--- src/include/mac_consts.svh ---
//----------------------------
// Sizing constants for the MAC block
//----------------------------
`ifndef MAC_CONSTS_SVH
`define MAC_CONSTS_SVH

// Number of accumulator lanes
// Keep to a power of two (2, 4 or 8)
`define MAC_LANES       4

// Operand and result width
`define MAC_WIDTH       32    // Accumulator is twice this

// Queue slots per lane
`define MAC_LANE_DEPTH  2     // Also the issue credits per lane

// Credits granted by the consumer at reset
`define MAC_OUT_CREDITS 4

`endif

--- src/mac_lane_pkg.sv ---
//----------------------------
// Lane slot states and result flag type
//----------------------------
package mac_lane_pkg;

    // State of one pipeline slot inside a lane
    typedef enum logic [1:0] {
        stageEmpty = 2'd0,  // Slot holds nothing
        stageMul   = 2'd1,  // Operands at the multiplier
        stageAcc   = 2'd2   // Product at the accumulator
    } laneStage;

    // Result flags packed as {C, Z, O, N}
    typedef logic [3:0] accFlags;

endpackage

--- src/mac_collect.sv ---
//----------------------------
// Round-robin result collector with output credits
//----------------------------
`timescale 1ns/1ps
`include "mac_consts.svh"

module mac_collect (
    input  logic                                   Clock,
    input  logic                                   nReset,
    input  logic [`MAC_LANES-1:0]                  ResValid,
    input  logic [`MAC_LANES-1:0][`MAC_WIDTH-1:0]  ResData,
    input  mac_lane_pkg::accFlags [`MAC_LANES-1:0] ResFlags,
    output logic [`MAC_LANES-1:0]                  ResTake,
    output logic                                   OutValid,
    output logic [$clog2(`MAC_LANES)-1:0]          OutLane,
    output logic [`MAC_WIDTH-1:0]                  OutData,
    output mac_lane_pkg::accFlags                  OutFlags,
    input  logic                                   OutCreditReturn
);

    localparam int laneBits   = $clog2(`MAC_LANES);
    localparam int creditBits = $clog2(`MAC_OUT_CREDITS + 1);

    logic [laneBits-1:0]   rrPtr;    // First lane to look at
    logic [laneBits-1:0]   pick;
    logic                  found;
    logic                  take;
    logic [creditBits-1:0] credits;  // Free entries at the consumer

    // Scan lanes starting at the pointer, wrapping at the lane count
    always_comb
    begin
        logic [laneBits-1:0] idx;
        pick  = rrPtr;
        found = 1'b0;
        for (int k = 0; k < `MAC_LANES; k++)
        begin
            idx = rrPtr + laneBits'(k);
            if (!found && ResValid[idx])
            begin
                found = 1'b1;
                pick  = idx;
            end
        end
    end

    assign take = found && (credits != '0);

    always_comb
    begin
        ResTake = '0;
        if (take)
            ResTake[pick] = 1'b1;  // Doubles as the lane's credit return
    end

    //----------------------------
    // Output register and counters
    //----------------------------
    always_ff @(posedge Clock or negedge nReset)
    begin
        if (!nReset)
        begin
            OutValid <= 1'b0;
            rrPtr    <= '0;
            credits  <= creditBits'(`MAC_OUT_CREDITS);
        end
        else
        begin
            OutValid <= take;
            if (take)
                rrPtr <= pick + 1'b1;  // Winner goes to the back
            credits <= credits - creditBits'(take) + creditBits'(OutCreditReturn);
        end
    end

    always_ff @(posedge Clock)
    begin
        if (take)
        begin
            OutLane  <= pick;
            OutData  <= ResData[pick];
            OutFlags <= ResFlags[pick];
        end
    end

    // Consumer returns never outrun sends, so no pulse goes out unbacked
    assert property (@(posedge Clock) disable iff (!nReset)
        credits <= creditBits'(`MAC_OUT_CREDITS))
        else $error("Collector credit counter above the consumer's credit count");

endmodule

--- config.mk ---
export PLATFORM = sky130hd
export DESIGN_NAME = mac_collect
export DESIGN_NICKNAME = d
export VERILOG_FILES = /design/src/mac_lane_pkg.sv /design/src/mac_collect.sv
export VERILOG_INCLUDE_DIRS = /design/src /design/src/include
export SDC_FILE = /design/constraint.sdc
export NUM_CORES = 1
export LEC_CHECK = 0
export ABC_AREA = 1
export BUFFER_PORTS_ARGS = -buffer_cell sky130_fd_sc_hd__buf_2
export CAP_MARGIN = 20
export CORE_MARGIN = 2
export CORE_UTILIZATION = 45
export DETAILED_ROUTE_END_ITERATION = 8
export PLACE_DENSITY = 0.83
export SLEW_MARGIN = 5
export SYNTH_ARGS = -nofsm -noshare
export SYNTH_HDL_FRONTEND = slang
export SYNTH_SLANG_ARGS = --single-unit
--- constraint.sdc ---
create_clock -name Clock -period 4 [get_ports Clock]
set_input_delay 0.2 -clock Clock [delete_from_list [all_inputs] [get_ports Clock]]
set_output_delay 0.2 -clock Clock [all_outputs]
set_load 0.005 [all_outputs]
Word level (Yosys, flattened, before mapping)
Cells that the tools add are included.
{"block": "totals", "register_bits": 44, "input_bits": 151, "wordCells": 49}
{"block": "op_classes", "reduce_logical": 9, "magnitude_cmp": 6, "n_mux": 22, "addsub": 6}
{"operator": "binary-select mux 32 bit (select 2 bit)", "count": 1}
{"operator": "2-to-1 mux 32 bit", "count": 1}
{"operator": "less-than comparator 2 x 3 -> 1 bit (second input constant)", "count": 5}
{"operator": "2-to-1 mux 1 bit", "count": 9}
{"operator": "binary-select mux 1 bit (select 2 bit)", "count": 4}
{"operator": "binary-select mux 4 bit (select 2 bit)", "count": 1}
{"operator": "2-to-1 mux 4 bit", "count": 2}
{"operator": "2-to-1 mux 2 bit", "count": 3}
{"operator": "logical AND 1 bit", "count": 5}
{"operator": "adder 2 x 1 -> 2 bit (second input constant)", "count": 2}
{"operator": "adder 2 bit (second input constant)", "count": 2}
{"operator": "adder 3 x 1 -> 3 bit", "count": 1}
{"operator": "zero test 1 bit", "count": 3}
{"operator": "nonzero test 3 bit", "count": 1}
{"operator": "subtractor 3 x 1 -> 3 bit", "count": 1}
{"operator": "demux 1 bit (select 2 bit)", "count": 1}
{"operator": "greater-or-equal comparator 2 x 1 -> 1 bit (second input constant)", "count": 1}

Logic depth before layout (Yosys ltp)
{"block": "logic_depth", "depth_word": 17, "mapped_depth": 17, "ltp_nobuf": 15}

Worst setup path before layout
Ideal clock, no wire load.
{"block": "synth_path", "path_kind": "register -> register", "start": "register rrPtr[0]", "end": "register credits[1]", "required_time_ns": 3.886, "synth_period_minus_slack_ns": 3.311, "stages_incl_launch_ff": 16, "path_slack_ns": 0.689, "setup_time_ns": 0.114, "arrival_time_ns": 3.198, "path_cell_list": "dfrtp_1 > buf_4 > nand2_1 > nand2_2 > nand2_1 > nand2_2 > nor2_8 > nand2_1 > o32ai_1 > inv_1 > ha_1 > inv_1 > ha_1 > inv_1 > fa_1 > inv_1"}
{"block": "synth_via", "elab_chain_len": 15, "elab_cells_between_ends": 24, "classes_between": "5 x add/sub; 12 x mux; 7 x reduce/logical"}
{"element": "start, declared", "line_no": "mac_collect.sv:24", "text": "logic [laneBits-1:0] rrPtr;"}
{"element": "start signal, assigned", "line_no": "mac_collect.sv:71", "text": "rrPtr <= pick + 1'b1;"}
{"element": "parallel branches: the longest is 11 deep, another holds adder 2 x 1 -> 2 bit"}
{"element": "2-to-1 mux 1 bit *", "line_no": "mac_collect.sv:39", "text": "if (!found && ResValid[idx])"}
{"element": "logical AND 1 bit *", "line_no": "mac_collect.sv:47", "text": "assign take = found && (credits != '0);"}
{"element": "via take", "line_no": "mac_collect.sv:27", "text": "logic take;"}
{"element": "subtractor 3 x 1 -> 3 bit *", "line_no": "mac_collect.sv:72", "text": "credits <= credits - creditBits'(take) + creditBits'(OutCreditReturn);"}
{"element": "adder 3 x 1 -> 3 bit *", "line_no": "mac_collect.sv:72"}
{"element": "end signal, assigned", "line_no": "mac_collect.sv:65", "text": "credits <= creditBits'(`MAC_OUT_CREDITS);"}
{"element": "end signal, assigned", "line_no": "mac_collect.sv:72"}
{"element": "end, declared", "line_no": "mac_collect.sv:28", "text": "logic [creditBits-1:0] credits;"}
Mark *: on every way through the listed nets, which the timed path passes. The select of a mux whose other input is x is not followed.
A chain may end at the register's enable or synchronous reset.

Final worst setup path
{"block": "layout_path", "start": "register rrPtr[0]", "end": "output port ResTake[1]"}
{"block": "layout_via", "elab_chain_len": 17, "elab_cells_between_ends": 31, "classes_between": "3 x add/sub; 2 x order compare; 18 x mux; 8 x reduce/logical"}
{"element": "parallel branches: the longest is 11 deep, another holds adder 2 x 1 -> 2 bit"}
{"element": "2-to-1 mux 2 bit *", "line_no": "mac_collect.sv:39"}
{"element": "via pick[0]", "line_no": "mac_collect.sv:25", "text": "logic [laneBits-1:0] pick;"}
{"element": "less-than comparator 2 x 3 -> 1 bit (implied by the code) or greater-or-equal comparator 2 x 1 -> 1 bit (tied branches)", "line_no": "mac_collect.sv:53", "text": "ResTake[pick] = 1'b1;"}
{"element": "logical AND 1 bit (implied by the code)", "line_no": "mac_collect.sv:53"}
{"element": "2-to-1 mux 1 bit (implied by the code)", "line_no": "mac_collect.sv:53"}
{"element": "demux 1 bit (select 2 bit) *", "line_no": "mac_collect.sv:53"}
{"element": "2-to-1 mux 4 bit *", "line_no": "mac_collect.sv:52", "text": "if (take)"}
{"element": "end, declared", "line_no": "mac_collect.sv:13", "text": "output logic [`MAC_LANES-1:0] ResTake,"}
Marked as above.

==> results.md <==
- Via Count: 3672
- Worst Skew: 0.00614 ns
- Grt ovf: 0
- First-pass GRT wire length: 14900 um
- RSZ-0062 raised after global routing: false
- CP startpoint kind: register
- Number of H-tree levels: 2
- Post-synthesis simple-gate area fraction: 48.6%
- Top Ports: 194
- Die height: 90.0 um
- Largest cells by area after synthesis: edfxtp_1 34%, nand2_1 32%, nand3_1 12%, dfrtp_1 3.8%, buf_6 2.4%
- Relative slew margins: 38.4%
- Largest net degree at the start of global routing: 73
- Post-synth top area cell: edfxtp_1
- Worst EP required: 3.80 ns
- Max Clock Freq: 308 MHz
- Post-route design area: 0.00437 mm2
- Synth Area in XOR/XNOR: 0.527%
- Setup violations, final: 0
- Compound-Gate Fraction of Synth Area: 1.54%
- Synthesized flop and latch total: 44
- Dpl hpwl: 6550 um
- Hold Crit Class: primary input to register
- Power Dens Cells: 1120 mW/mm2
- Port Buf Inserts: 193
- Post-synthesis sequential area ratio: 38.8%
- Clk root buf: clkbuf_8
- Final Hold Fails: 0
- Post-Synth Adder-Cell Area: 2.86%
- Worst Tran Pin Value: 0.921 ns
- Initial antenna violation count: 0
- Fillers: 681
- Net Count, Synth: 641
- # diodes: 0
- Max IR drop VDD: 0.873 mV
- Initial DRC Count: 204
- Grt peak-use layer: met2
- Cells after synthesis: 483
- TritonCTS clock tree: built
- Starting density of the core: 46.1%
- M3 GR Usage: 4.44%
- Routed len/inst: 11.8 um
- Total global-route track usage: 22.1%
- Mapped cell area: 0.00333 mm2
- GR Layer Usage met1: 25.7%
- Residual DRC: 0
- Cell Area, Placed: 0.00426 mm2
- CTS Sinks: 44
- Met2 usage: 40.1%
- MaxCap Viol Count: 0
- Antenna-violating nets left: 0
- Post-CTS Setup Repair Bufs: 0
- Share of the synthesized area in the top cell type: 34.3%
- Total wire length: 8990 um
- Gpl congestion: 0.840
- Core area: 0.00721 mm2
- Largest family of logic cells by synthesized area: simple AND/OR/NAND/NOR gates
- Leakage power: 2.54 nW
- Maximum fanout along the worst path: 53
- Final worst-path cycle share: 81.1%
- Clock slew at reported path FFs: 0.08 ns
- Avg Inst Size Synth: 6.89 um2
- Die area: 0.00810 mm2
- Final slew viol count: 0
- Area growth syn-to-layout: 31.5%
- Row cnt: 31
- Share of post-route cells with drive strength above 1: 33.9%
- Final nets: 817
- CP Capture Type: output port
- Vias in the first global route: 3375
- CTS Buf Count: 5
- Clock Latency Late Sink: 0.29 ns
- Yosys cell types: 26
- DRT Pass-1 Iters: 4
- Min cycle time layout: 3.25 ns
- DR vias/cell: 4.84
- Max clock buf depth: 2
- Status: complete, no violations
- TNS Setup: 0 ns
- CP Class: register to output port
- Critical path data arrival time: 3.05 ns
- Multiplexer area fraction after synthesis: 0%
- YS warnings: 0
- Die X: 90.0 um
-- sequential cells by signal, indices dropped and copies added, names as in the netlist --
name / cells
credits: 3
OutLane: 2
OutValid: 1
rrPtr: 2
OutFlags: 4
OutData: 32
-- worst max-delay path, cell delays in order (launching register included) --
cell,delay [ns]
dfrtp_1,0.59
inv_4,0.10
nand2_1,0.10
nand2_1,0.08
nand2_1,0.11
nand2_4,0.09
nand2_1,0.09
nand2_1,0.06
nand2_1,0.10
nand2_4,0.06
nand2_2,0.67
inv_1,0.21
ha_1,0.24
inv_1,0.05
nor2_1,0.04
buf_2,0.16
-- Yosys cell counts --
cell type  number
o32ai_1         1
o21ai_4         1
nor2_2          1
nand2_4         3
nor2_8          1
fa_1            1
xnor2_1         2
dfrtp_1         5
buf_2          10
buf_4           6
ha_1            6
nand4_4         1
dfstp_2         1
nand2_1       286
edfxtp_1       38
nand3_4         1
o21ai_0         2
inv_1          12
a21oi_4         1
nand3_1        78
inv_4           1
clkbuf_1        7
buf_6           7
nand2_2         6
inv_2           1
nor2_1          4
-- cell families after synthesis --
group / after synthesis
XOR/XNOR: 2
flip-flops: 44
buffers and inverters: 44
AND/OR/NAND/NOR: 381
AO/OA/AOI/OAI: 5
adder cells (fa/ha/maj): 7
-- layout make-up --
class | count | area [um2] | share of cell area, %
clock buffer | 6 | 72.6 | 1.66
inverter | 14 | 55.1 | 1.26
tap | 99 | 124 | 2.83
multi-input combinational | 395 | 1780 | 40.7
sequential | 44 | 1290 | 29.5
clock inverter | 2 | 35.0 | 0.801
timing repair buffer | 199 | 1010 | 23.2
-- through the flow --
| step | power [W] | utilization, % | cells | hold slack [ns] | setup slack, ns |
|---|---|---|---|---|---|
| 3_5_place_dp | 0.00461 | 59.0 | 750 | 0.0285 | 0.950 |
| 5_1_grt | 0.00550 | 60.6 | 759 | 0.140 | 0.492 |
| 3_3_place_gp | 0.00450 | 59.0 | 750 | 0.0244 | 1.08 |
| 2_1_floorplan | 0.00393 | - | 483 | -0.0956 | 0.689 |
| 4_1_cts | 0.00495 | 60.6 | 759 | 0.131 | 0.745 |
| 6_report | 0.00489 | 60.6 | 759 | 0.142 | 0.754 |
-- worst paths after layout --
kind	start	endpoint	slack, ns	depth (start not counted)
max reg2reg	rrPtr[0]	credits[1]	0.93	15
max in group asynchronous	nReset	credits[2]	3.52	2
min	OutCreditReturn	credits[0]	0.14	2
min in group asynchronous	nReset	OutValid	0.26	2
min reg2reg	credits[2]	credits[2]	0.61	2
max	rrPtr[0]	ResTake[1]	0.75	15
-- metal layers --
layer	vias to the layer above	part of all wire, %
met5	-	0
met4	0	1.9
met3	12	7.8
met2	143	50
met1	1628	40
li1	1889	-
-- repair_timing --
item / in CTS / in global routing
hold buffers: 1 / 0
hold endpoints to repair: 6 / 0
resized for setup: 0 / 0
-- where the power goes --
| part | switching (W) | internal, W |
|---|---|---|
| Sequential | 0.0000950 | 0.00105 |
| Combinational | 0.00229 | 0.00113 |
| Clock | 0.000149 | 0.000185 |
-- placed cells by master (no fill, tap or decap), types with 4 or more instances in the layout --
cell and instances:
nand2_2 7, ha_1 6, clkbuf_8 5, nor2_1 4, buf_4 5, inv_1 11
edfxtp_1 38, nand2_1 285, nand3_1 78, buf_2 193, dfrtp_1 5
(Power assumes the default switching activity.)
