==> config.mk <==
export PLATFORM = sky130hd
export DESIGN_NAME = mac_issue
export DESIGN_NICKNAME = d
export VERILOG_FILES = /design/src/mac_ops_pkg.sv /design/src/mac_issue.sv
export VERILOG_INCLUDE_DIRS = /design/src /design/src/include
export SDC_FILE = /design/constraint.sdc
export NUM_CORES = 1
export LEC_CHECK = 0
export ABC_CLOCK_PERIOD_IN_PS = 7050
export CAP_MARGIN = 10
export CORE_ASPECT_RATIO = 1.4
export CORE_MARGIN = 5
export CORE_UTILIZATION = 65
export DETAILED_ROUTE_END_ITERATION = 8
export DONT_BUFFER_PORTS = 1
export PLACE_DENSITY = 0.81
export SETUP_SLACK_MARGIN = 0.2
export SYNTH_ARGS = -nofsm -noshare
export SYNTH_HDL_FRONTEND = slang
export SYNTH_SLANG_ARGS = --single-unit
==> constraint.sdc <==
create_clock -name Clock -period 7.05 [get_ports Clock]
set_input_delay 0.705 -clock Clock [delete_from_list [all_inputs] [get_ports Clock]]
set_output_delay 0.705 -clock Clock [all_outputs]
set_load 0.005 [all_outputs]
==> src/include/mac_consts.svh <==
//----------------------------
// Sizing constants for the MAC block
//----------------------------
`ifndef MAC_CONSTS_SVH
`define MAC_CONSTS_SVH

// Number of accumulator lanes
// Keep to a power of two (2, 4 or 8)
`define MAC_LANES       4

// Operand and result width
`define MAC_WIDTH       32    // Accumulator is twice this

// Queue slots per lane
`define MAC_LANE_DEPTH  2     // Also the issue credits per lane

// Credits granted by the consumer at reset
`define MAC_OUT_CREDITS 4

`endif

==> src/mac_ops_pkg.sv <==
//----------------------------
// Operation encoding for the MAC issue side
//----------------------------
package mac_ops_pkg;

    // Ten accumulator operations in 4 bits
    typedef enum logic [3:0] {
        opMult  = 4'd0,  // Signed product into Acc
        opMultu = 4'd1,  // Unsigned product into Acc
        opMadd  = 4'd2,  // Acc plus signed product
        opMaddu = 4'd3,  // Acc plus unsigned product
        opMsub  = 4'd4,  // Acc minus signed product
        opMsubu = 4'd5,  // Acc minus unsigned product
        opMthi  = 4'd6,  // Write high half
        opMtlo  = 4'd7,  // Write low half
        opMfhi  = 4'd8,  // Read high half
        opMflo  = 4'd9   // Read low half
    } macOp;

    // Codes 10 to 15 unused

endpackage

==> src/mac_issue.sv <==
//----------------------------
// Issue stage with per-lane credit counters
//----------------------------
`timescale 1ns/1ps
`include "mac_consts.svh"

module mac_issue (
    input  logic                          Clock,
    input  logic                          nReset,
    input  logic                          InValid,
    input  logic [$clog2(`MAC_LANES)-1:0] InLane,
    input  mac_ops_pkg::macOp             InOp,
    input  logic [`MAC_WIDTH-1:0]         InA,
    input  logic [`MAC_WIDTH-1:0]         InB,
    output logic                          InReady,
    output logic [`MAC_LANES-1:0]         LaneValid,
    output mac_ops_pkg::macOp             LaneOp,
    output logic [`MAC_WIDTH-1:0]         LaneA,
    output logic [`MAC_WIDTH-1:0]         LaneB,
    input  logic [`MAC_LANES-1:0]         CreditReturn
);

    localparam int creditBits = $clog2(`MAC_LANE_DEPTH + 1);

    logic [creditBits-1:0] credit [`MAC_LANES];  // Free slots per lane
    logic                  accept;
    logic [`MAC_LANES-1:0] sendMask;             // One-hot target of this transfer

    // Ready only when the addressed lane has room
    assign InReady = (credit[InLane] != '0);
    assign accept  = InValid && InReady;

    always_comb
    begin
        sendMask = '0;
        if (accept)
            sendMask[InLane] = 1'b1;
    end

    //----------------------------
    // Credit counters and lane strobes
    //----------------------------
    always_ff @(posedge Clock or negedge nReset)
    begin
        if (!nReset)
        begin
            LaneValid <= '0;
            for (int i = 0; i < `MAC_LANES; i++)
                credit[i] <= creditBits'(`MAC_LANE_DEPTH);  // Every slot free
        end
        else
        begin
            LaneValid <= sendMask;  // Single-cycle pulse
            for (int i = 0; i < `MAC_LANES; i++)
                credit[i] <= credit[i] - creditBits'(sendMask[i])
                             + creditBits'(CreditReturn[i]);
        end
    end

    // Operation payload shared by all lanes
    always_ff @(posedge Clock)
    begin
        if (accept)
        begin
            LaneOp <= InOp;
            LaneA  <= InA;
            LaneB  <= InB;
        end
    end

    // Lane returns must never outrun sends
    for (genvar g = 0; g < `MAC_LANES; g++)
    begin : gCreditCheck
        assert property (@(posedge Clock) disable iff (!nReset)
            credit[g] <= creditBits'(`MAC_LANE_DEPTH))
            else $error("Issue credit counter of lane %0d out of range", g);
    end

endmodule

Word-level counts from Yosys, hierarchy flattened
Index checks and enable logic that the tools add are counted.
{"block": "word_totals", "out_inout_bits": 73, "ff_bits": 80, "elab_cells": 29, "in_bits": 77}
{"block": "classes", "mux": 6, "bitwise_logic": 1, "add_sub_neg": 8, "n_reduce_logical": 3, "magnitude_cmp": 3}
{"operator": "$add 2x1->2", "count": 4}
{"operator": "$sub 2x1->2", "count": 4}
{"operator": "$bmux 2 s2", "count": 1}
{"operator": "$mux 2", "count": 2}
{"operator": "$mux 4", "count": 1}
{"operator": "$ge 3x3->1 const B", "count": 1}
{"operator": "$lt 2x3->1 const B", "count": 1}
{"operator": "$not 2->3", "count": 1}
{"operator": "$demux 1 s2", "count": 1}
{"operator": "$ge 2x1->1 const B", "count": 1}
{"operator": "$logic_and 1x1->1", "count": 2}
{"operator": "$reduce_bool 2->1", "count": 1}
{"operator": "$mux 1", "count": 1}

Depth between registers and ports, before layout
{"block": "logic_depth", "depth_word": 9, "mapped_depth": 7, "ltp_nobuf": 7}

Worst setup path before layout
No wires, ideal clock.
{"block": "synth_path", "path_type": "in2reg", "startpoint": "in InLane[0]", "endpoint": "reg LaneA[0] (enable)", "required_ps": 6617, "n_path_buf": 0, "setup_time_ps": 433, "cell_stages": 3, "slack_ps": 3802, "arrival_ps": 2815, "path_cell_list": "nor4bb_1 nor4_2 and2_1"}
{"block": "synth_via", "elab_chain_len": 6}
{"element": "from (decl)", "line": "mac_issue.sv:11", "text": "input logic [$clog2(`MAC_LANES)-1:0] InLane,"}
{"element": "$not 2->3 (not written as such)", "line": "mac_issue.sv:30", "text": "assign InReady = (credit[InLane] != '0);"}
{"element": "$bmux 2 s2", "line": "mac_issue.sv:30"}
{"element": "$mux 2 (not written as such) (2 in a row)", "line": "mac_issue.sv:30"}
{"element": "$reduce_bool 2->1", "line": "mac_issue.sv:30"}
{"element": "via InReady", "line": "mac_issue.sv:15", "text": "output logic InReady,"}
{"element": "$logic_and 1x1->1", "line": "mac_issue.sv:31", "text": "assign accept = InValid && InReady;"}
{"element": "to (signal assigned)", "line": "mac_issue.sv:66", "text": "LaneA <= InA;"}
{"element": "to (decl)", "line": "mac_issue.sv:18", "text": "output logic [`MAC_WIDTH-1:0] LaneA,"}
The timed path passes the listed nets, and every way through them passes these cells. The select of a mux whose other input is x is not followed.
A chain may end at the register's enable or synchronous reset.

Worst setup path in the final report
{"block": "layout_path", "startpoint": "reg credit[3] (netlist name)", "endpoint": "reg LaneA[15] (enable)"}
{"block": "layout_via", "elab_chain_len": 5}
{"element": "from (decl)", "line": "mac_issue.sv:25", "text": "logic [creditBits-1:0] credit [`MAC_LANES];"}
{"element": "from (signal, indexed assignment)", "line": "mac_issue.sv:49", "text": "credit[i] <= creditBits'(`MAC_LANE_DEPTH);"}
{"element": "from (signal, indexed assignment)", "line": "mac_issue.sv:55", "text": "credit[i] <= credit[i] - creditBits'(sendMask[i])"}
{"element": "$bmux 2 s2", "line": "mac_issue.sv:30"}
{"element": "$mux 2 (not written as such) (2 in a row)", "line": "mac_issue.sv:30"}
{"element": "$reduce_bool 2->1", "line": "mac_issue.sv:30"}
{"element": "via InReady", "line": "mac_issue.sv:15"}
{"element": "$logic_and 1x1->1", "line": "mac_issue.sv:31"}
The timed path passes the listed nets, and every way through them passes these cells. The select of a mux whose other input is x is not followed.

==> out/metrics.sh <==
VIA_COUNT=1071
DRT_DRC_VIOLATIONS_LEFT=0
R2R_CELLS=4
WORST_PATH_LARGEST_CELL_DELAY_NS=0.60
PLACE_CONGESTION=0.7143
ACHIEVABLE-FREQUENCY_MHz=459.5
SYNTHCELLS=117
CRIT_PATH_TOP_DELAY_CELL='sky130_fd_sc_hd__buf_4'
CTS_TREE='yes'
ROUTED_WL_UM=4618
OUTCOME='complete, no violations'
DR.PASS1.ITERS=4
P_LEAK_nW=1.043
CTSHTREEMAXLEVEL=3
TIMING_HOLD_VIOLATIONS_FINAL=0
NUMBER_OF_MAXIMUM_CAPACITANCE_CONSTRAINT_VIOLATIONS=0
VDD_IR_DROP_MAX_mV=0.4837
POWER_DENSITY_mW_PER_MM2=390.5
CTS_ROOT_BUFFER='sky130_fd_sc_hd__clkbuf_8'
SETUP-TNS-FINAL_NS=0
SYNTH_WARNINGS=0
CLOCK_SINK_COUNT=80
CRITPATHCAPTURETYPE='register'
ARRIVAL_NS=2.14
FINALNETCOUNT=214
CRITICAL_PATH_PEAK_FANOUT=68
SLEW-LIMIT-HEADROOM_PCT=47.17
START_KIND='register'
GRT_SETUP_UNREPAIRED='no'
AREA_GROWTH_PCT=9.722
FRACTION_OF_LAYOUT_INSTANCES_USING_A_DRIVE_STRENGTH_ABOVE_1_PCT=17.91
PLACE.DETAILED.HPWL_UM=3660
R2R_END='LaneA[15]$_DFFE_PN_'
WL_PER_CELL_UM=26.09
IO_BUFFER_COUNT=0
SYNTHDOMINANTAREACELLTYPE='sky130_fd_sc_hd__edfxtp_1'
POSTCTSHOLDBUFS=0
FLOORPLAN.DIE.HEIGHT_UM=85.57
GRT_USE_TOTAL_PCT=17.19
LAYOUT_MIN_CYCLE_TIME_NS=2.176
FLOORPLAN.INITIALDENSITY_PCT=67.08
CRIT_PATH_CELL_TRACE='nor4b_1 > nor4_2 > and2_2 > buf_4'
GRT_MAX_DEGREE=69
SYNTH.LIB_CELLS_USED.DISTINCT=15
GR-TOTAL-OVERFLOW=0
MAX_SLEW.WORST_PIN.SLEW_NS=0.7925
GRT_ANTENNA_BEFORE_REPAIR=0
GRT_PASS1_VIAS=1021
DIE_WIDTH_UM=63.98
CTS-ROOT-TO-SINK-BUFFERS=2
SYNTH_TOP_CELLS_BY_AREA='sky130_fd_sc_hd__edfxtp_1 (77%), sky130_fd_sc_hd__dfrtp_1 (7.6%), sky130_fd_sc_hd__dfstp_2 (4.0%)'
NUMCTSBUFFERS=9
SYN_AREA_PER_CELL_UM2=22.66
POSTCTSRESIZEDCELLS=0
SETUP-VIOLATIONS-FINAL=0
SYNTHDOMINANTCELLAREASHARE_PCT=77.02
DETAIL-ROUTE-ANTENNA-NETS=0
TIMING.CRITICAL_PATH.REQUIRED_NS=7.02
FIN_CRIT_SH_PCT=30.87
HOLD_PATH_CLASS='input pin to async pin'
FLOP_AND_LATCH_COUNT_OUT_OF_SYNTHESIS=80
LAYOUTNONFILLERINSTCOUNT=177
TIMING.SETUP.CRITICAL_PATH_CLASS='register to register'
ROWS=27
SEQ_AREA_FRAC_SYNTH_PCT=88.53
WORST_SETUP_HOLD_PATH_CLK_SLEW_NS=0.07
DP.CELLS=161
DIE-AREA_MM2=0.005474
CRIT-REG2REG-LAUNCH='credit[3]$_DFF_PN1_'
SYN-CELL-AREA_MM2=0.002651
GRT_PASS1_WL_UM=6513
SYNTH_FP_NETS=202
FINALCLOCKSKEW_NS=0.004667
CRITICAL_PATH.STARTPOINT='credit[3]$_DFF_PN1_'
DRT_ITER0_MARKERS=25
POST-CTS-SETUP-BUFFERS=0
N_ANTENNA_CELL=0
DESIGN.CORE.AREA_MM2=0.003953
TIMING.REG2REG.SETUP_SLACK_NS=4.87
POST_DRT_VIA_CELL_RATIO=6.051
FINAL_MAX_SLEW_VIOL_COUNT=0
ENDPOINT='LaneA[15]$_DFFE_PN_'
WORST_SKEW_PAIR.LATE_LATENCY_NS=0.34
IOS=150
==> worst max-delay path: cells and delay by family, from the launching register on <==
kind	cells	cell delay, ns
buffers and inverters	1	0.60
DFF	1	0.56
and+or+nand+nor	3	0.59
==> state kept, by name (all words and copies together), names as in the netlist <==
name and cells:
credit 8, LaneValid 4, LaneB 32, LaneOp 4
LaneA 32
==> metrics by stage <==
step / setup slack, ns / power (mW) / hold slack [ns] / util (%) / area [um^2]
after floorplan: 3.802 / 0.7913 / 0.4094 / - / 2651
after global placement: 4.693 / 0.8204 / 0.4099 / 68.66 / 2714
after detailed placement: 4.634 / 0.8340 / 0.4098 / 68.66 / 2714
after CTS: 4.860 / 1.146 / 0.04038 / 73.60 / 2909
after global routing: 4.707 / 1.195 / 0.02780 / 73.60 / 2909
final: 4.874 / 1.136 / 0.05367 / 73.60 / 2909
==> synthesized netlist by cell type <==
master,count
sky130_fd_sc_hd__nor4b_1,3
sky130_fd_sc_hd__dfrtp_1,8
sky130_fd_sc_hd__nor4bb_1,1
sky130_fd_sc_hd__edfxtp_1,68
sky130_fd_sc_hd__nor4_1,1
sky130_fd_sc_hd__dfstp_2,4
sky130_fd_sc_hd__xnor2_1,8
sky130_fd_sc_hd__nor4_2,1
sky130_fd_sc_hd__inv_1,8
sky130_fd_sc_hd__and4bb_2,1
sky130_fd_sc_hd__o211ai_1,1
sky130_fd_sc_hd__ha_1,8
sky130_fd_sc_hd__and2_1,1
sky130_fd_sc_hd__nor2_1,3
sky130_fd_sc_hd__o2111a_1,1
==> logic make-up after synthesis <==
logic type,share of synthesized area [%]
flops,88.53
simple gates,3.209
xor+xnor,2.643
buf+inv,1.133
fa+ha+maj,3.776
compound gates,0.7080
==> report_power, final <==
part | leakage [nW] | internal, mW | switching, mW | total, mW
logic | 0.155 | 0.0437 | 0.0717 | 0.115
registers | 0.796 | 0.644 | 0.0598 | 0.704
clock network | 0.0916 | 0.163 | 0.154 | 0.317
total | 1.04 | 0.851 | 0.285 | 1.14
==> worst min-delay path by stage <==
stage,startpoint,slack (ns),cells past startpoint,end
finish,nReset,0.05,0,credit[6]$_DFF_PN0_
global route,nReset,0.03,0,credit[4]$_DFF_PN0_
CTS,nReset,0.04,0,credit[0]$_DFF_PN0_
detailed placement,nReset,0.41,0,LaneValid[1]$_DFF_PN0_
global placement,nReset,0.41,0,credit[6]$_DFF_PN0_
floorplan,nReset,0.41,0,LaneValid[0]$_DFF_PN0_
==> layer usage <==
layer	track usage (%)	vias up	routed length [um]
met3	10.88	5	590
met5	0	-	0
met4	7.372	0	74
li1	-	468	-
met1	16.04	517	1395
met2	29.09	81	2557
==> layout make-up <==
class / instances / area (um^2)
Clock inverter: 7 / 71.32
Clock buffer: 9 / 123.9
Inverter: 8 / 30.03
Timing Repair Buffer: 1 / 7.507
Multi-Input combinational cell: 29 / 275.3
Tap cell: 43 / 53.80
Sequential cell: 80 / 2347
Fill cell: 218 / 1044
==> cells in the final DEF, fill, tap and decap left out <==
master                       instances
sky130_fd_sc_hd__and2_2              1
sky130_fd_sc_hd__and4bb_2            1
sky130_fd_sc_hd__buf_4               1
sky130_fd_sc_hd__bufinv_16           1
sky130_fd_sc_hd__clkbuf_8            9
sky130_fd_sc_hd__clkinv_2            2
sky130_fd_sc_hd__clkinvlp_4          3
sky130_fd_sc_hd__dfrtp_1             8
sky130_fd_sc_hd__dfstp_2             4
sky130_fd_sc_hd__edfxtp_1           68
sky130_fd_sc_hd__ha_1                8
sky130_fd_sc_hd__inv_1               8
sky130_fd_sc_hd__inv_6               1
sky130_fd_sc_hd__nor2_1              3
sky130_fd_sc_hd__nor4_1              1
sky130_fd_sc_hd__nor4_2              1
sky130_fd_sc_hd__nor4b_1             3
sky130_fd_sc_hd__nor4bb_1            1
sky130_fd_sc_hd__o2111a_1            1
sky130_fd_sc_hd__o211ai_1            1
sky130_fd_sc_hd__xnor2_1             8
Note: power is estimated with default switching activity, not from simulation.
