### src/include/mac_consts.svh
//----------------------------
// Sizing constants for the MAC block
//----------------------------
`ifndef MAC_CONSTS_SVH
`define MAC_CONSTS_SVH

// Number of accumulator lanes
// Keep to a power of two (2, 4 or 8)
`define MAC_LANES       4

// Operand and result width
`define MAC_WIDTH       32    // Accumulator is twice this

// Queue slots per lane
`define MAC_LANE_DEPTH  2     // Also the issue credits per lane

// Credits granted by the consumer at reset
`define MAC_OUT_CREDITS 4

`endif

### src/mac_lane_pkg.sv
//----------------------------
// Lane slot states and result flag type
//----------------------------
package mac_lane_pkg;

    // State of one pipeline slot inside a lane
    typedef enum logic [1:0] {
        stageEmpty = 2'd0,  // Slot holds nothing
        stageMul   = 2'd1,  // Operands at the multiplier
        stageAcc   = 2'd2   // Product at the accumulator
    } laneStage;

    // Result flags packed as {C, Z, O, N}
    typedef logic [3:0] accFlags;

endpackage

### src/mac_ops_pkg.sv
//----------------------------
// Operation encoding for the MAC issue side
//----------------------------
package mac_ops_pkg;

    // Ten accumulator operations in 4 bits
    typedef enum logic [3:0] {
        opMult  = 4'd0,  // Signed product into Acc
        opMultu = 4'd1,  // Unsigned product into Acc
        opMadd  = 4'd2,  // Acc plus signed product
        opMaddu = 4'd3,  // Acc plus unsigned product
        opMsub  = 4'd4,  // Acc minus signed product
        opMsubu = 4'd5,  // Acc minus unsigned product
        opMthi  = 4'd6,  // Write high half
        opMtlo  = 4'd7,  // Write low half
        opMfhi  = 4'd8,  // Read high half
        opMflo  = 4'd9   // Read low half
    } macOp;

    // Codes 10 to 15 unused

endpackage

### src/mac_lane.sv
//----------------------------
// One MAC lane with queue, multiplier, accumulator
//----------------------------
`timescale 1ns/1ps
`include "mac_consts.svh"

module mac_lane (
    input  logic                  Clock,
    input  logic                  nReset,
    input  logic                  LaneValid,
    input  mac_ops_pkg::macOp     LaneOp,
    input  logic [`MAC_WIDTH-1:0] LaneA,
    input  logic [`MAC_WIDTH-1:0] LaneB,
    output logic                  ResValid,
    output logic [`MAC_WIDTH-1:0] ResData,
    output mac_lane_pkg::accFlags ResFlags,
    input  logic                  ResTake
);

    localparam int ptrBits   = $clog2(`MAC_LANE_DEPTH);
    localparam int countBits = $clog2(`MAC_LANE_DEPTH + 1);
    localparam int accBits   = 2 * `MAC_WIDTH;

    // Operation queue
    mac_ops_pkg::macOp     qOp [`MAC_LANE_DEPTH];
    logic [`MAC_WIDTH-1:0] qA  [`MAC_LANE_DEPTH];
    logic [`MAC_WIDTH-1:0] qB  [`MAC_LANE_DEPTH];
    logic [ptrBits-1:0]    wrPtr, rdPtr;
    logic [countBits-1:0]  qCount;
    logic                  qRead;
    logic                  headSigned;

    // Multiply slot
    mac_lane_pkg::laneStage      mulSlot;
    mac_ops_pkg::macOp           mulOp;
    logic signed [`MAC_WIDTH:0]  mulA, mulB;   // 33-bit extended operands
    logic signed [accBits+1:0]   mulProd;

    // Accumulate slot
    mac_lane_pkg::laneStage      accSlot;
    mac_ops_pkg::macOp           accOp;
    logic [accBits-1:0]          accProd;
    logic [`MAC_WIDTH-1:0]       accIn;        // Raw A for MTHI and MTLO
    logic [accBits-1:0]          acc, accNext;
    logic [`MAC_WIDTH-1:0]       resNext;
    logic                        carry, ovf;
    mac_lane_pkg::accFlags       flagsNext;

    // Advance controls
    logic resFree, accDone, accFree, mulMove, mulFree;

    assign resFree = !ResValid || ResTake;  // Result register empties this cycle
    assign accDone = (accSlot == mac_lane_pkg::stageAcc) && resFree;
    assign accFree = (accSlot == mac_lane_pkg::stageEmpty) || accDone;
    assign mulMove = (mulSlot == mac_lane_pkg::stageMul) && accFree;
    assign mulFree = (mulSlot == mac_lane_pkg::stageEmpty) || mulMove;
    assign qRead   = (qCount != '0) && mulFree;

    assign headSigned = qOp[rdPtr] inside {mac_ops_pkg::opMult, mac_ops_pkg::opMadd,
                                           mac_ops_pkg::opMsub};
    assign mulProd    = mulA * mulB;

    //----------------------------
    // Queue
    //----------------------------
    always_ff @(posedge Clock or negedge nReset)
    begin
        if (!nReset)
        begin
            wrPtr  <= '0;
            rdPtr  <= '0;
            qCount <= '0;
        end
        else
        begin
            if (LaneValid)
                wrPtr <= (wrPtr == ptrBits'(`MAC_LANE_DEPTH - 1)) ? '0 : wrPtr + 1'b1;
            if (qRead)
                rdPtr <= (rdPtr == ptrBits'(`MAC_LANE_DEPTH - 1)) ? '0 : rdPtr + 1'b1;
            qCount <= qCount + countBits'(LaneValid) - countBits'(qRead);
        end
    end

    always_ff @(posedge Clock)
    begin
        if (LaneValid)
        begin
            qOp[wrPtr] <= LaneOp;
            qA[wrPtr]  <= LaneA;
            qB[wrPtr]  <= LaneB;
        end
    end

    //----------------------------
    // Pipeline slots
    //----------------------------
    always_ff @(posedge Clock or negedge nReset)
    begin
        if (!nReset)
        begin
            mulSlot  <= mac_lane_pkg::stageEmpty;
            accSlot  <= mac_lane_pkg::stageEmpty;
            ResValid <= 1'b0;
            acc      <= '0;
        end
        else
        begin
            if (qRead)
                mulSlot <= mac_lane_pkg::stageMul;
            else if (mulMove)
                mulSlot <= mac_lane_pkg::stageEmpty;
            if (mulMove)
                accSlot <= mac_lane_pkg::stageAcc;
            else if (accDone)
                accSlot <= mac_lane_pkg::stageEmpty;
            if (accDone)
            begin
                ResValid <= 1'b1;
                acc      <= accNext;
            end
            else if (ResTake)
                ResValid <= 1'b0;
        end
    end

    always_ff @(posedge Clock)
    begin
        if (qRead)
        begin
            mulOp <= qOp[rdPtr];
            mulA  <= {headSigned & qA[rdPtr][`MAC_WIDTH-1], qA[rdPtr]};  // Sign or zero
            mulB  <= {headSigned & qB[rdPtr][`MAC_WIDTH-1], qB[rdPtr]};
        end
        if (mulMove)
        begin
            accOp   <= mulOp;
            accProd <= mulProd[accBits-1:0];  // Low 64 bits are exact
            accIn   <= mulA[`MAC_WIDTH-1:0];
        end
        if (accDone)
        begin
            ResData  <= resNext;
            ResFlags <= flagsNext;
        end
    end

    //----------------------------
    // Accumulator update and flags
    //----------------------------
    always_comb
    begin
        accNext = acc;
        carry   = 1'b0;
        ovf     = 1'b0;
        case (accOp)
            mac_ops_pkg::opMult,
            mac_ops_pkg::opMultu:
                accNext = accProd;
            mac_ops_pkg::opMadd:
            begin
                {carry, accNext} = {1'b0, acc} + {1'b0, accProd};
                ovf = (acc[accBits-1] == accProd[accBits-1])
                      && (accNext[accBits-1] != acc[accBits-1]);
            end
            mac_ops_pkg::opMaddu:
            begin
                {carry, accNext} = {1'b0, acc} + {1'b0, accProd};
                ovf = carry;
            end
            mac_ops_pkg::opMsub:
            begin
                {carry, accNext} = {1'b0, acc} - {1'b0, accProd};  // Borrow out
                ovf = (acc[accBits-1] != accProd[accBits-1])
                      && (accNext[accBits-1] != acc[accBits-1]);
            end
            mac_ops_pkg::opMsubu:
            begin
                {carry, accNext} = {1'b0, acc} - {1'b0, accProd};
                ovf = carry;
            end
            mac_ops_pkg::opMthi: accNext[accBits-1:`MAC_WIDTH] = accIn;
            mac_ops_pkg::opMtlo: accNext[`MAC_WIDTH-1:0]       = accIn;
            default: ;  // MFHI and MFLO leave Acc alone
        endcase
    end

    // MFLO reads the unchanged low half like every other op
    assign resNext   = (accOp == mac_ops_pkg::opMfhi) ? acc[accBits-1:`MAC_WIDTH]
                                                     : accNext[`MAC_WIDTH-1:0];
    assign flagsNext = {carry, (accNext == '0), ovf, accNext[accBits-1]};

    // Issue credits keep the queue from overflowing
    assert property (@(posedge Clock) disable iff (!nReset)
        LaneValid |-> (qCount != countBits'(`MAC_LANE_DEPTH)))
        else $error("Lane queue written while full");

    // Result held until the collector takes it
    assert property (@(posedge Clock) disable iff (!nReset)
        (ResValid && !ResTake) |=> (ResValid && $stable(ResData) && $stable(ResFlags)))
        else $error("Lane result changed before it was taken");

endmodule

### config.mk
export PLATFORM = sky130hd
export DESIGN_NAME = mac_lane
export DESIGN_NICKNAME = d
export VERILOG_FILES = /design/src/mac_lane_pkg.sv /design/src/mac_ops_pkg.sv /design/src/mac_lane.sv
export VERILOG_INCLUDE_DIRS = /design/src /design/src/include
export SDC_FILE = /design/constraint.sdc
export NUM_CORES = 2
export LEC_CHECK = 0
export BUFFER_PORTS_ARGS = -buffer_cell sky130_fd_sc_hd__buf_2
export CELL_PAD_IN_SITES_DETAIL_PLACEMENT = 0
export CELL_PAD_IN_SITES_GLOBAL_PLACEMENT = 1
export CORE_MARGIN = 2
export CORE_UTILIZATION = 27
export CTS_CLUSTER_DIAMETER = 100
export DETAILED_ROUTE_END_ITERATION = 10
export GPL_TIMING_DRIVEN = 1
export PLACE_DENSITY = 0.49
export SETUP_SLACK_MARGIN = 0.2
export SLEW_MARGIN = 10
export SYNTH_ARGS = -nofsm -noshare
export SYNTH_HDL_FRONTEND = slang
export SYNTH_SLANG_ARGS = --single-unit
### constraint.sdc
create_clock -name Clock -period 21.3 [get_ports Clock]
set_input_delay 2.13 -clock Clock [delete_from_list [all_inputs] [get_ports Clock]]
set_output_delay 2.13 -clock Clock [all_outputs]
set_load 0.03 [all_outputs]
# Yosys cells after proc, flatten, opt, wreduce, memory -nomap -nowiden
# Memory sizes are Yosys's and may differ from the RTL's.
# Index checks and enable logic that the tools add are counted.
[word_totals]
reg_bits = 279
ram_bits = 136
inputBits = 72
output_inout_bits = 37
elab_cells = 80
n_memories = 3
[classes]
n_addsub = 6
mul = 1
eq_ne = 16
mux = 15
n_bitwise = 2
n_reduce_logical = 22
[mem_list]
columns = ["memory", "depth", "word_bits", "rd", "rd_ports_with_merged_regs", "write_ports", "line_no", "source"]
rows = [
  ["qA", 2, 32, 1, 0, 1, "mac_lane.sv:26", "logic [`MAC_WIDTH-1:0] qA [`MAC_LANE_DEPTH];"],
  ["qB", 2, 32, 1, 0, 1, "mac_lane.sv:27", "logic [`MAC_WIDTH-1:0] qB [`MAC_LANE_DEPTH];"],
  ["qOp", 2, 4, 1, 0, 1, "mac_lane.sv:25", "mac_ops_pkg::macOp qOp [`MAC_LANE_DEPTH];"],
]
[op_table]
columns = ["cell", "count"]
rows = [
  ["$pmux W32 S4", 2],
  ["$add A64 B64 Y65", 1],
  ["$sub A64 B64 Y65", 1],
  ["$logic_not A64 Y1", 1],
  ["$mul A33 B33 Y64", 1],
  ["$mux W32", 1],
  ["$eq A4 B3 Y1 const B", 5],
  ["$eq A4 B2 Y1 const B", 3],
  ["$logic_not A4 Y1", 2],
  ["$mux W2", 4],
  ["$reduce_bool A2 Y1", 4],
  ["$mux W1", 6],
  ["$reduce_or A2 Y1", 3],
  ["$logic_and A1 B1 Y1", 5],
  ["$eq A4 B1 Y1 const B", 1],
  ["$eq A4 B4 Y1 const B", 1],
  ["$logic_not A2 Y1", 2],
  ["$pmux W1 S4", 1],
  ["$logic_or A1 B1 Y1", 3],
  ["$ne A1 B1 Y1", 3],
  ["$reduce_bool A3 Y1", 1],
  ["$add A1 B1 Y1 const B", 2],
  ["$add A2 B1 Y2", 1],
  ["$and A1 B1 Y1", 2],
  ["other kinds (6)", 6],
]

# Longest topological paths before layout
[logic_depth]
word_depth = 8
ltp_mapped = 31
mapped_depth_nobuf = 30

# Least setup slack after synthesis
# Ideal clock, no wire load.
[synth_timing]
path_kind = "flip-flop to flip-flop"
startpoint = "reg mulA[32]"
endpoint = "reg accProd[63], data pin"
setup_time_ns = 0.260
arrival_time_ns = 7.807
required_time_ns = 21.040
setup_slack_ns = 13.233
path_stages_with_launch = 31
n_path_buf = 1
synth_period_minus_slack_ns = 8.067
path_cell_list = "edfxtp_1 clkbuf_1 nand2_1 inv_1 fa_1 inv_1 fa_1 inv_1 fa_1 inv_1 fa_1 inv_1 fa_1 fa_1 fa_1 inv_1 fa_1 inv_1 ha_1 a21o_1 a21o_1 a21oi_1 nor4b_1 o21ai_0 or2_2 a31oi_1 o31a_1 o31ai_1 a221o_1 a21oi_1 xnor2_1"
[synth_between]
elab_chain_cells = 1
[synth_rtl]
columns = ["element", "line_no", "source"]
rows = [
  ["from (decl)", "mac_lane.sv:36", "logic signed [`MAC_WIDTH:0] mulA, mulB;"],
  ["from (signal assigned)", "mac_lane.sv:131", "mulA <= {headSigned & qA[rdPtr][`MAC_WIDTH-1], qA[rdPtr]};"],
  ["$mul A33 B33 Y64", "mac_lane.sv:61", "assign mulProd = mulA * mulB;"],
  ["via mulProd[63]", "mac_lane.sv:37", "logic signed [accBits+1:0] mulProd;"],
  ["to (signal assigned)", "mac_lane.sv:137", "accProd <= mulProd[accBits-1:0];"],
  ["to (decl)", "mac_lane.sv:42", "logic [accBits-1:0] accProd;"],
]
# The timed path passes the listed nets, and every way through them passes these cells.
# A chain may end at the register's enable or synchronous reset.

# Worst setup path after layout
[layout_timing]
startpoint = "reg mulA[19] (read register of qA)"
endpoint = "reg accProd[63], data pin"
# The elaborated chain is that of the path after synthesis.

==> impl_metrics.py <==
metrics = {
    "floorplan": {
        "die_y_um": 486,
        "io_pins": 109,
        "rows": 177,
        "start_util_pct": 27.1,
        "core_sq_mm": 0.232,
        "die_w_um": 486,
        "dieArea_sq_mm": 0.237,
    },
    "yosys": {
        "ys.flop_type": "edfxtp_1",
        "synth_area_per_cell_sq_um": 9.64,
        "synth_nets": 8060,
        "ys_seq_area_share_pct": 19.2,
        "ys_seq_elements": 413,
        "ys_types": 104,
        "async_flop_share_pct": 17.2,
        "synth_edf_count": 342,
        "syn_area_sq_mm": 0.0628,
        "syn_inst": 6519,
        "yosys_warnings": 0,
    },
    "clock_tree": {
        "cts_buffer_depth": 3,
        "cts_tree": "done",
        "post_cts_buffers": 0,
        "cts-resized-gates": 0,
        "hold_buffers": 0,
        "clock-root-buffer": "clkbuf_16",
        "htree_levels": 2,
        "numCtsBuffers": 59,
        "clk_latency_ns": 0.77,
        "clk_pin_slew_worst_paths_ns": 0.06,
        "cts.sinks": 413,
    },
    "setup_path": {
        "cpMaxStageDelayCell": "fa_1",
        "cp-end-kind": "register",
        "required_ns": 21.71,
        "worstSetupPathType": "reg2reg",
        "cp_slowest_stage_delay_ns": 0.56,
        "crit_path_frequent_cell": "fa_1",
        "cp.arrival_ns": 9.59,
        "reg2reg_slack_ns": 12.13,
        "crit_path_start_kind": "register",
        "worst-path-max-fanout": 34,
        "critical-path-top-delay-family": "adder cells",
        "path_buf_inv": 8,
    },
    "global_route": {
        "antenna_found_initial": 12,
        "use_met3_pct": 2.67,
        "grt-ovfl-total": 0,
        "grt_usage_pct": 19.2,
        "grt_pass1_vias": 49734,
        "grt_max_degree": 63,
        "grt_use_met1_pct": 28.0,
        "global_route.usage.met2_pct": 29.8,
        "grt_busiest_layer": "met2",
        "grt_pass1_wl_um": 339000,
    },
    "sta": {
        "rsz0062_at_grt": "no",
        "tightest_slew_ns": 1.25,
        "skew_ns": 0.0754,
        "layout_min_cycle_time_ns": 9.17,
        "final_max_slew_viol_count": 0,
        "finalCritPeriodShare_pct": 43.1,
        "setup_tns_ns": 0,
        "finalSetupViolCount": 0,
        "max_freq_mhz": 109,
        "finalHoldViolations": 0,
        "max-slew-margin-rel_pct": 16.5,
    },
    "routing": {
        "drc": 0,
        "vias": 46402,
        "post_drt_wl_per_cell_um": 23.6,
        "viasPerCell": 4.86,
        "first_pass_iters": 6,
        "drt-initial-drc-count": 3372,
        "drt.antenna.violating_nets": 0,
        "routed_wl_um": 225000,
    },
    "layout": {
        "area_growth_pct": 9.52,
        "layout-drive-gt1-share_pct": 6.97,
        "fin_nets": 8006,
    },
    "placed_design": {
        "place_congestion": 0.894,
        "io_buffers": 108,
        "hpwlAfterDp_um": 175000,
    },
    "worst_hold_path": {
        "hp-class": "reg2reg",
    },
    "status": {
        "status": "finished clean",
    },
    "run": {
        "drv_cap": 0,
    },
}
synth_stat cells (all sizes together) (13+ instances only):
cell	n	area share, %
fa	1127	36
nor4	34	0.34
nor2b	55	0.55
dfrtp	71	2.8
and3	20	0.20
a221o	21	0.33
o21a	29	0.35
or4	13	0.17
ha	342	6.8
buf	31	0.25
nand4	33	0.36
o31ai	36	0.44
xnor2	93	1.3
inv	1239	7.4
o221ai	17	0.24
a21oi	240	1.9
nor2	204	1.2
nor3	52	0.45
clkbuf	304	1.8
a21o	68	0.81
o21bai	37	0.44
o22ai	14	0.14
and2	572	5.7
a211oi	31	0.38
nand2b	50	0.50
nand2	775	4.6
o21ai	176	1.4
or3	15	0.15
a31oi	40	0.43
xor2	28	0.39
a221oi	45	0.63
edfxtp	342	16
mux2	71	1.3
nand3	58	0.46
o211ai	33	0.41
cells in the final DEF (no fill, tap or decap), types with 11 or more instances in the layout:
cell type and n:
a221o_1 21, nor2_1 202, o21bai_1 37, nand2_1 772
fa_1 1127, buf_2 107, a31oi_1 38, clkbuf_16 59
o2111ai_1 12, xor2_1 28, buf_4 113, nand2b_1 50
inv_1 1238, o31ai_1 35, nor3_1 46, a222oi_1 12
o221ai_1 17, or3_1 15, nand4_1 30, o211ai_1 31
a221oi_1 45, a21oi_1 237, o21ai_0 166, a211oi_1 30
and3_1 20, ha_1 342, nand3_1 58, xnor2_1 93
a21o_1 68, o21a_1 29, dfrtp_1 70, nor2b_1 54
and2_1 569, mux2_2 71, or4_1 11, o22ai_1 14
edfxtp_1 342, nor4_1 34
path summary, 6_finish.rpt:
path	startpoint	end	depth (start not counted)
setup / recovery	mulA[19]	accProd[63]	30
hold / removal	mulOp[0]	accOp[0]	0
setup reg to reg	mulA[19]	accProd[63]	30
hold reg to reg	mulOp[0]	accOp[0]	0
max in group asynchronous	nReset	acc[29]	2
min in group asynchronous	nReset	qCount[1]	1
routing by layer:
metal,vias to the layer above,share of wire [%]
met1,24241,48
met2,1321,44
met3,216,5.5
met4,2,2.2
li1,20622,-
met5,-,0.0053
sequential cells by signal (all words and copies together), names as in the netlist, 2 cells and up:
register  cells
ResFlags      4
accIn        32
qA           64
accProd      64
accOp         4
ResData      32
mulB         33
mulA         33
mulOp         4
qCount        2
qOp           8
acc          64
qB           64
final cells by class:
type,count,area (sq um)
Tap cell,3043,3810
Antenna cell,1,2.50
Sequential cell,413,12100
Clock inverter,40,495
Fill cell,24277,163000
Timing Repair Buffer,220,1380
Multi-Input combinational cell,4529,44900
Inverter,1242,4660
Clock buffer,67,1520
kinds of logic after synthesis:
logic type / Yosys count / synth area share [%]
simple gates: 1913 / 15.1
mux: 80 / 1.44
buf+inv: 1577 / 9.49
fa+ha+maj: 1469 / 42.7
flops: 413 / 19.2
xor+xnor: 121 / 1.69
compound gates: 946 / 10.4
per-stage QoR:
step	cell area [sq um]	util [%]	setup slack [ns]	cells	hold WS, ns
final	68800	29.7	12.13	9555	0.422
after global routing	68800	29.7	11.52	9554	0.430
after CTS	68800	29.7	11.93	9554	0.427
after detailed placement	66800	28.8	12.02	9447	0.409
after global placement	66800	28.8	12.05	9447	0.408
after floorplan	62800	-	13.23	6519	0.400
worst register-to-register path: cells and delay by family, from the launching register on:
family | cells | cell delay (ns)
adders and majority gates | 9 | 4.34
AOI/OAI and AO/OA | 7 | 2.26
and+or+nand+nor | 5 | 1.01
buffers and inverters | 8 | 0.74
DFF | 1 | 0.35
xor gates and xnor gates | 1 | 0.14
Power is not shown: default switching activity piles up to over one toggle a cycle in this logic, so the estimate is an artifact.
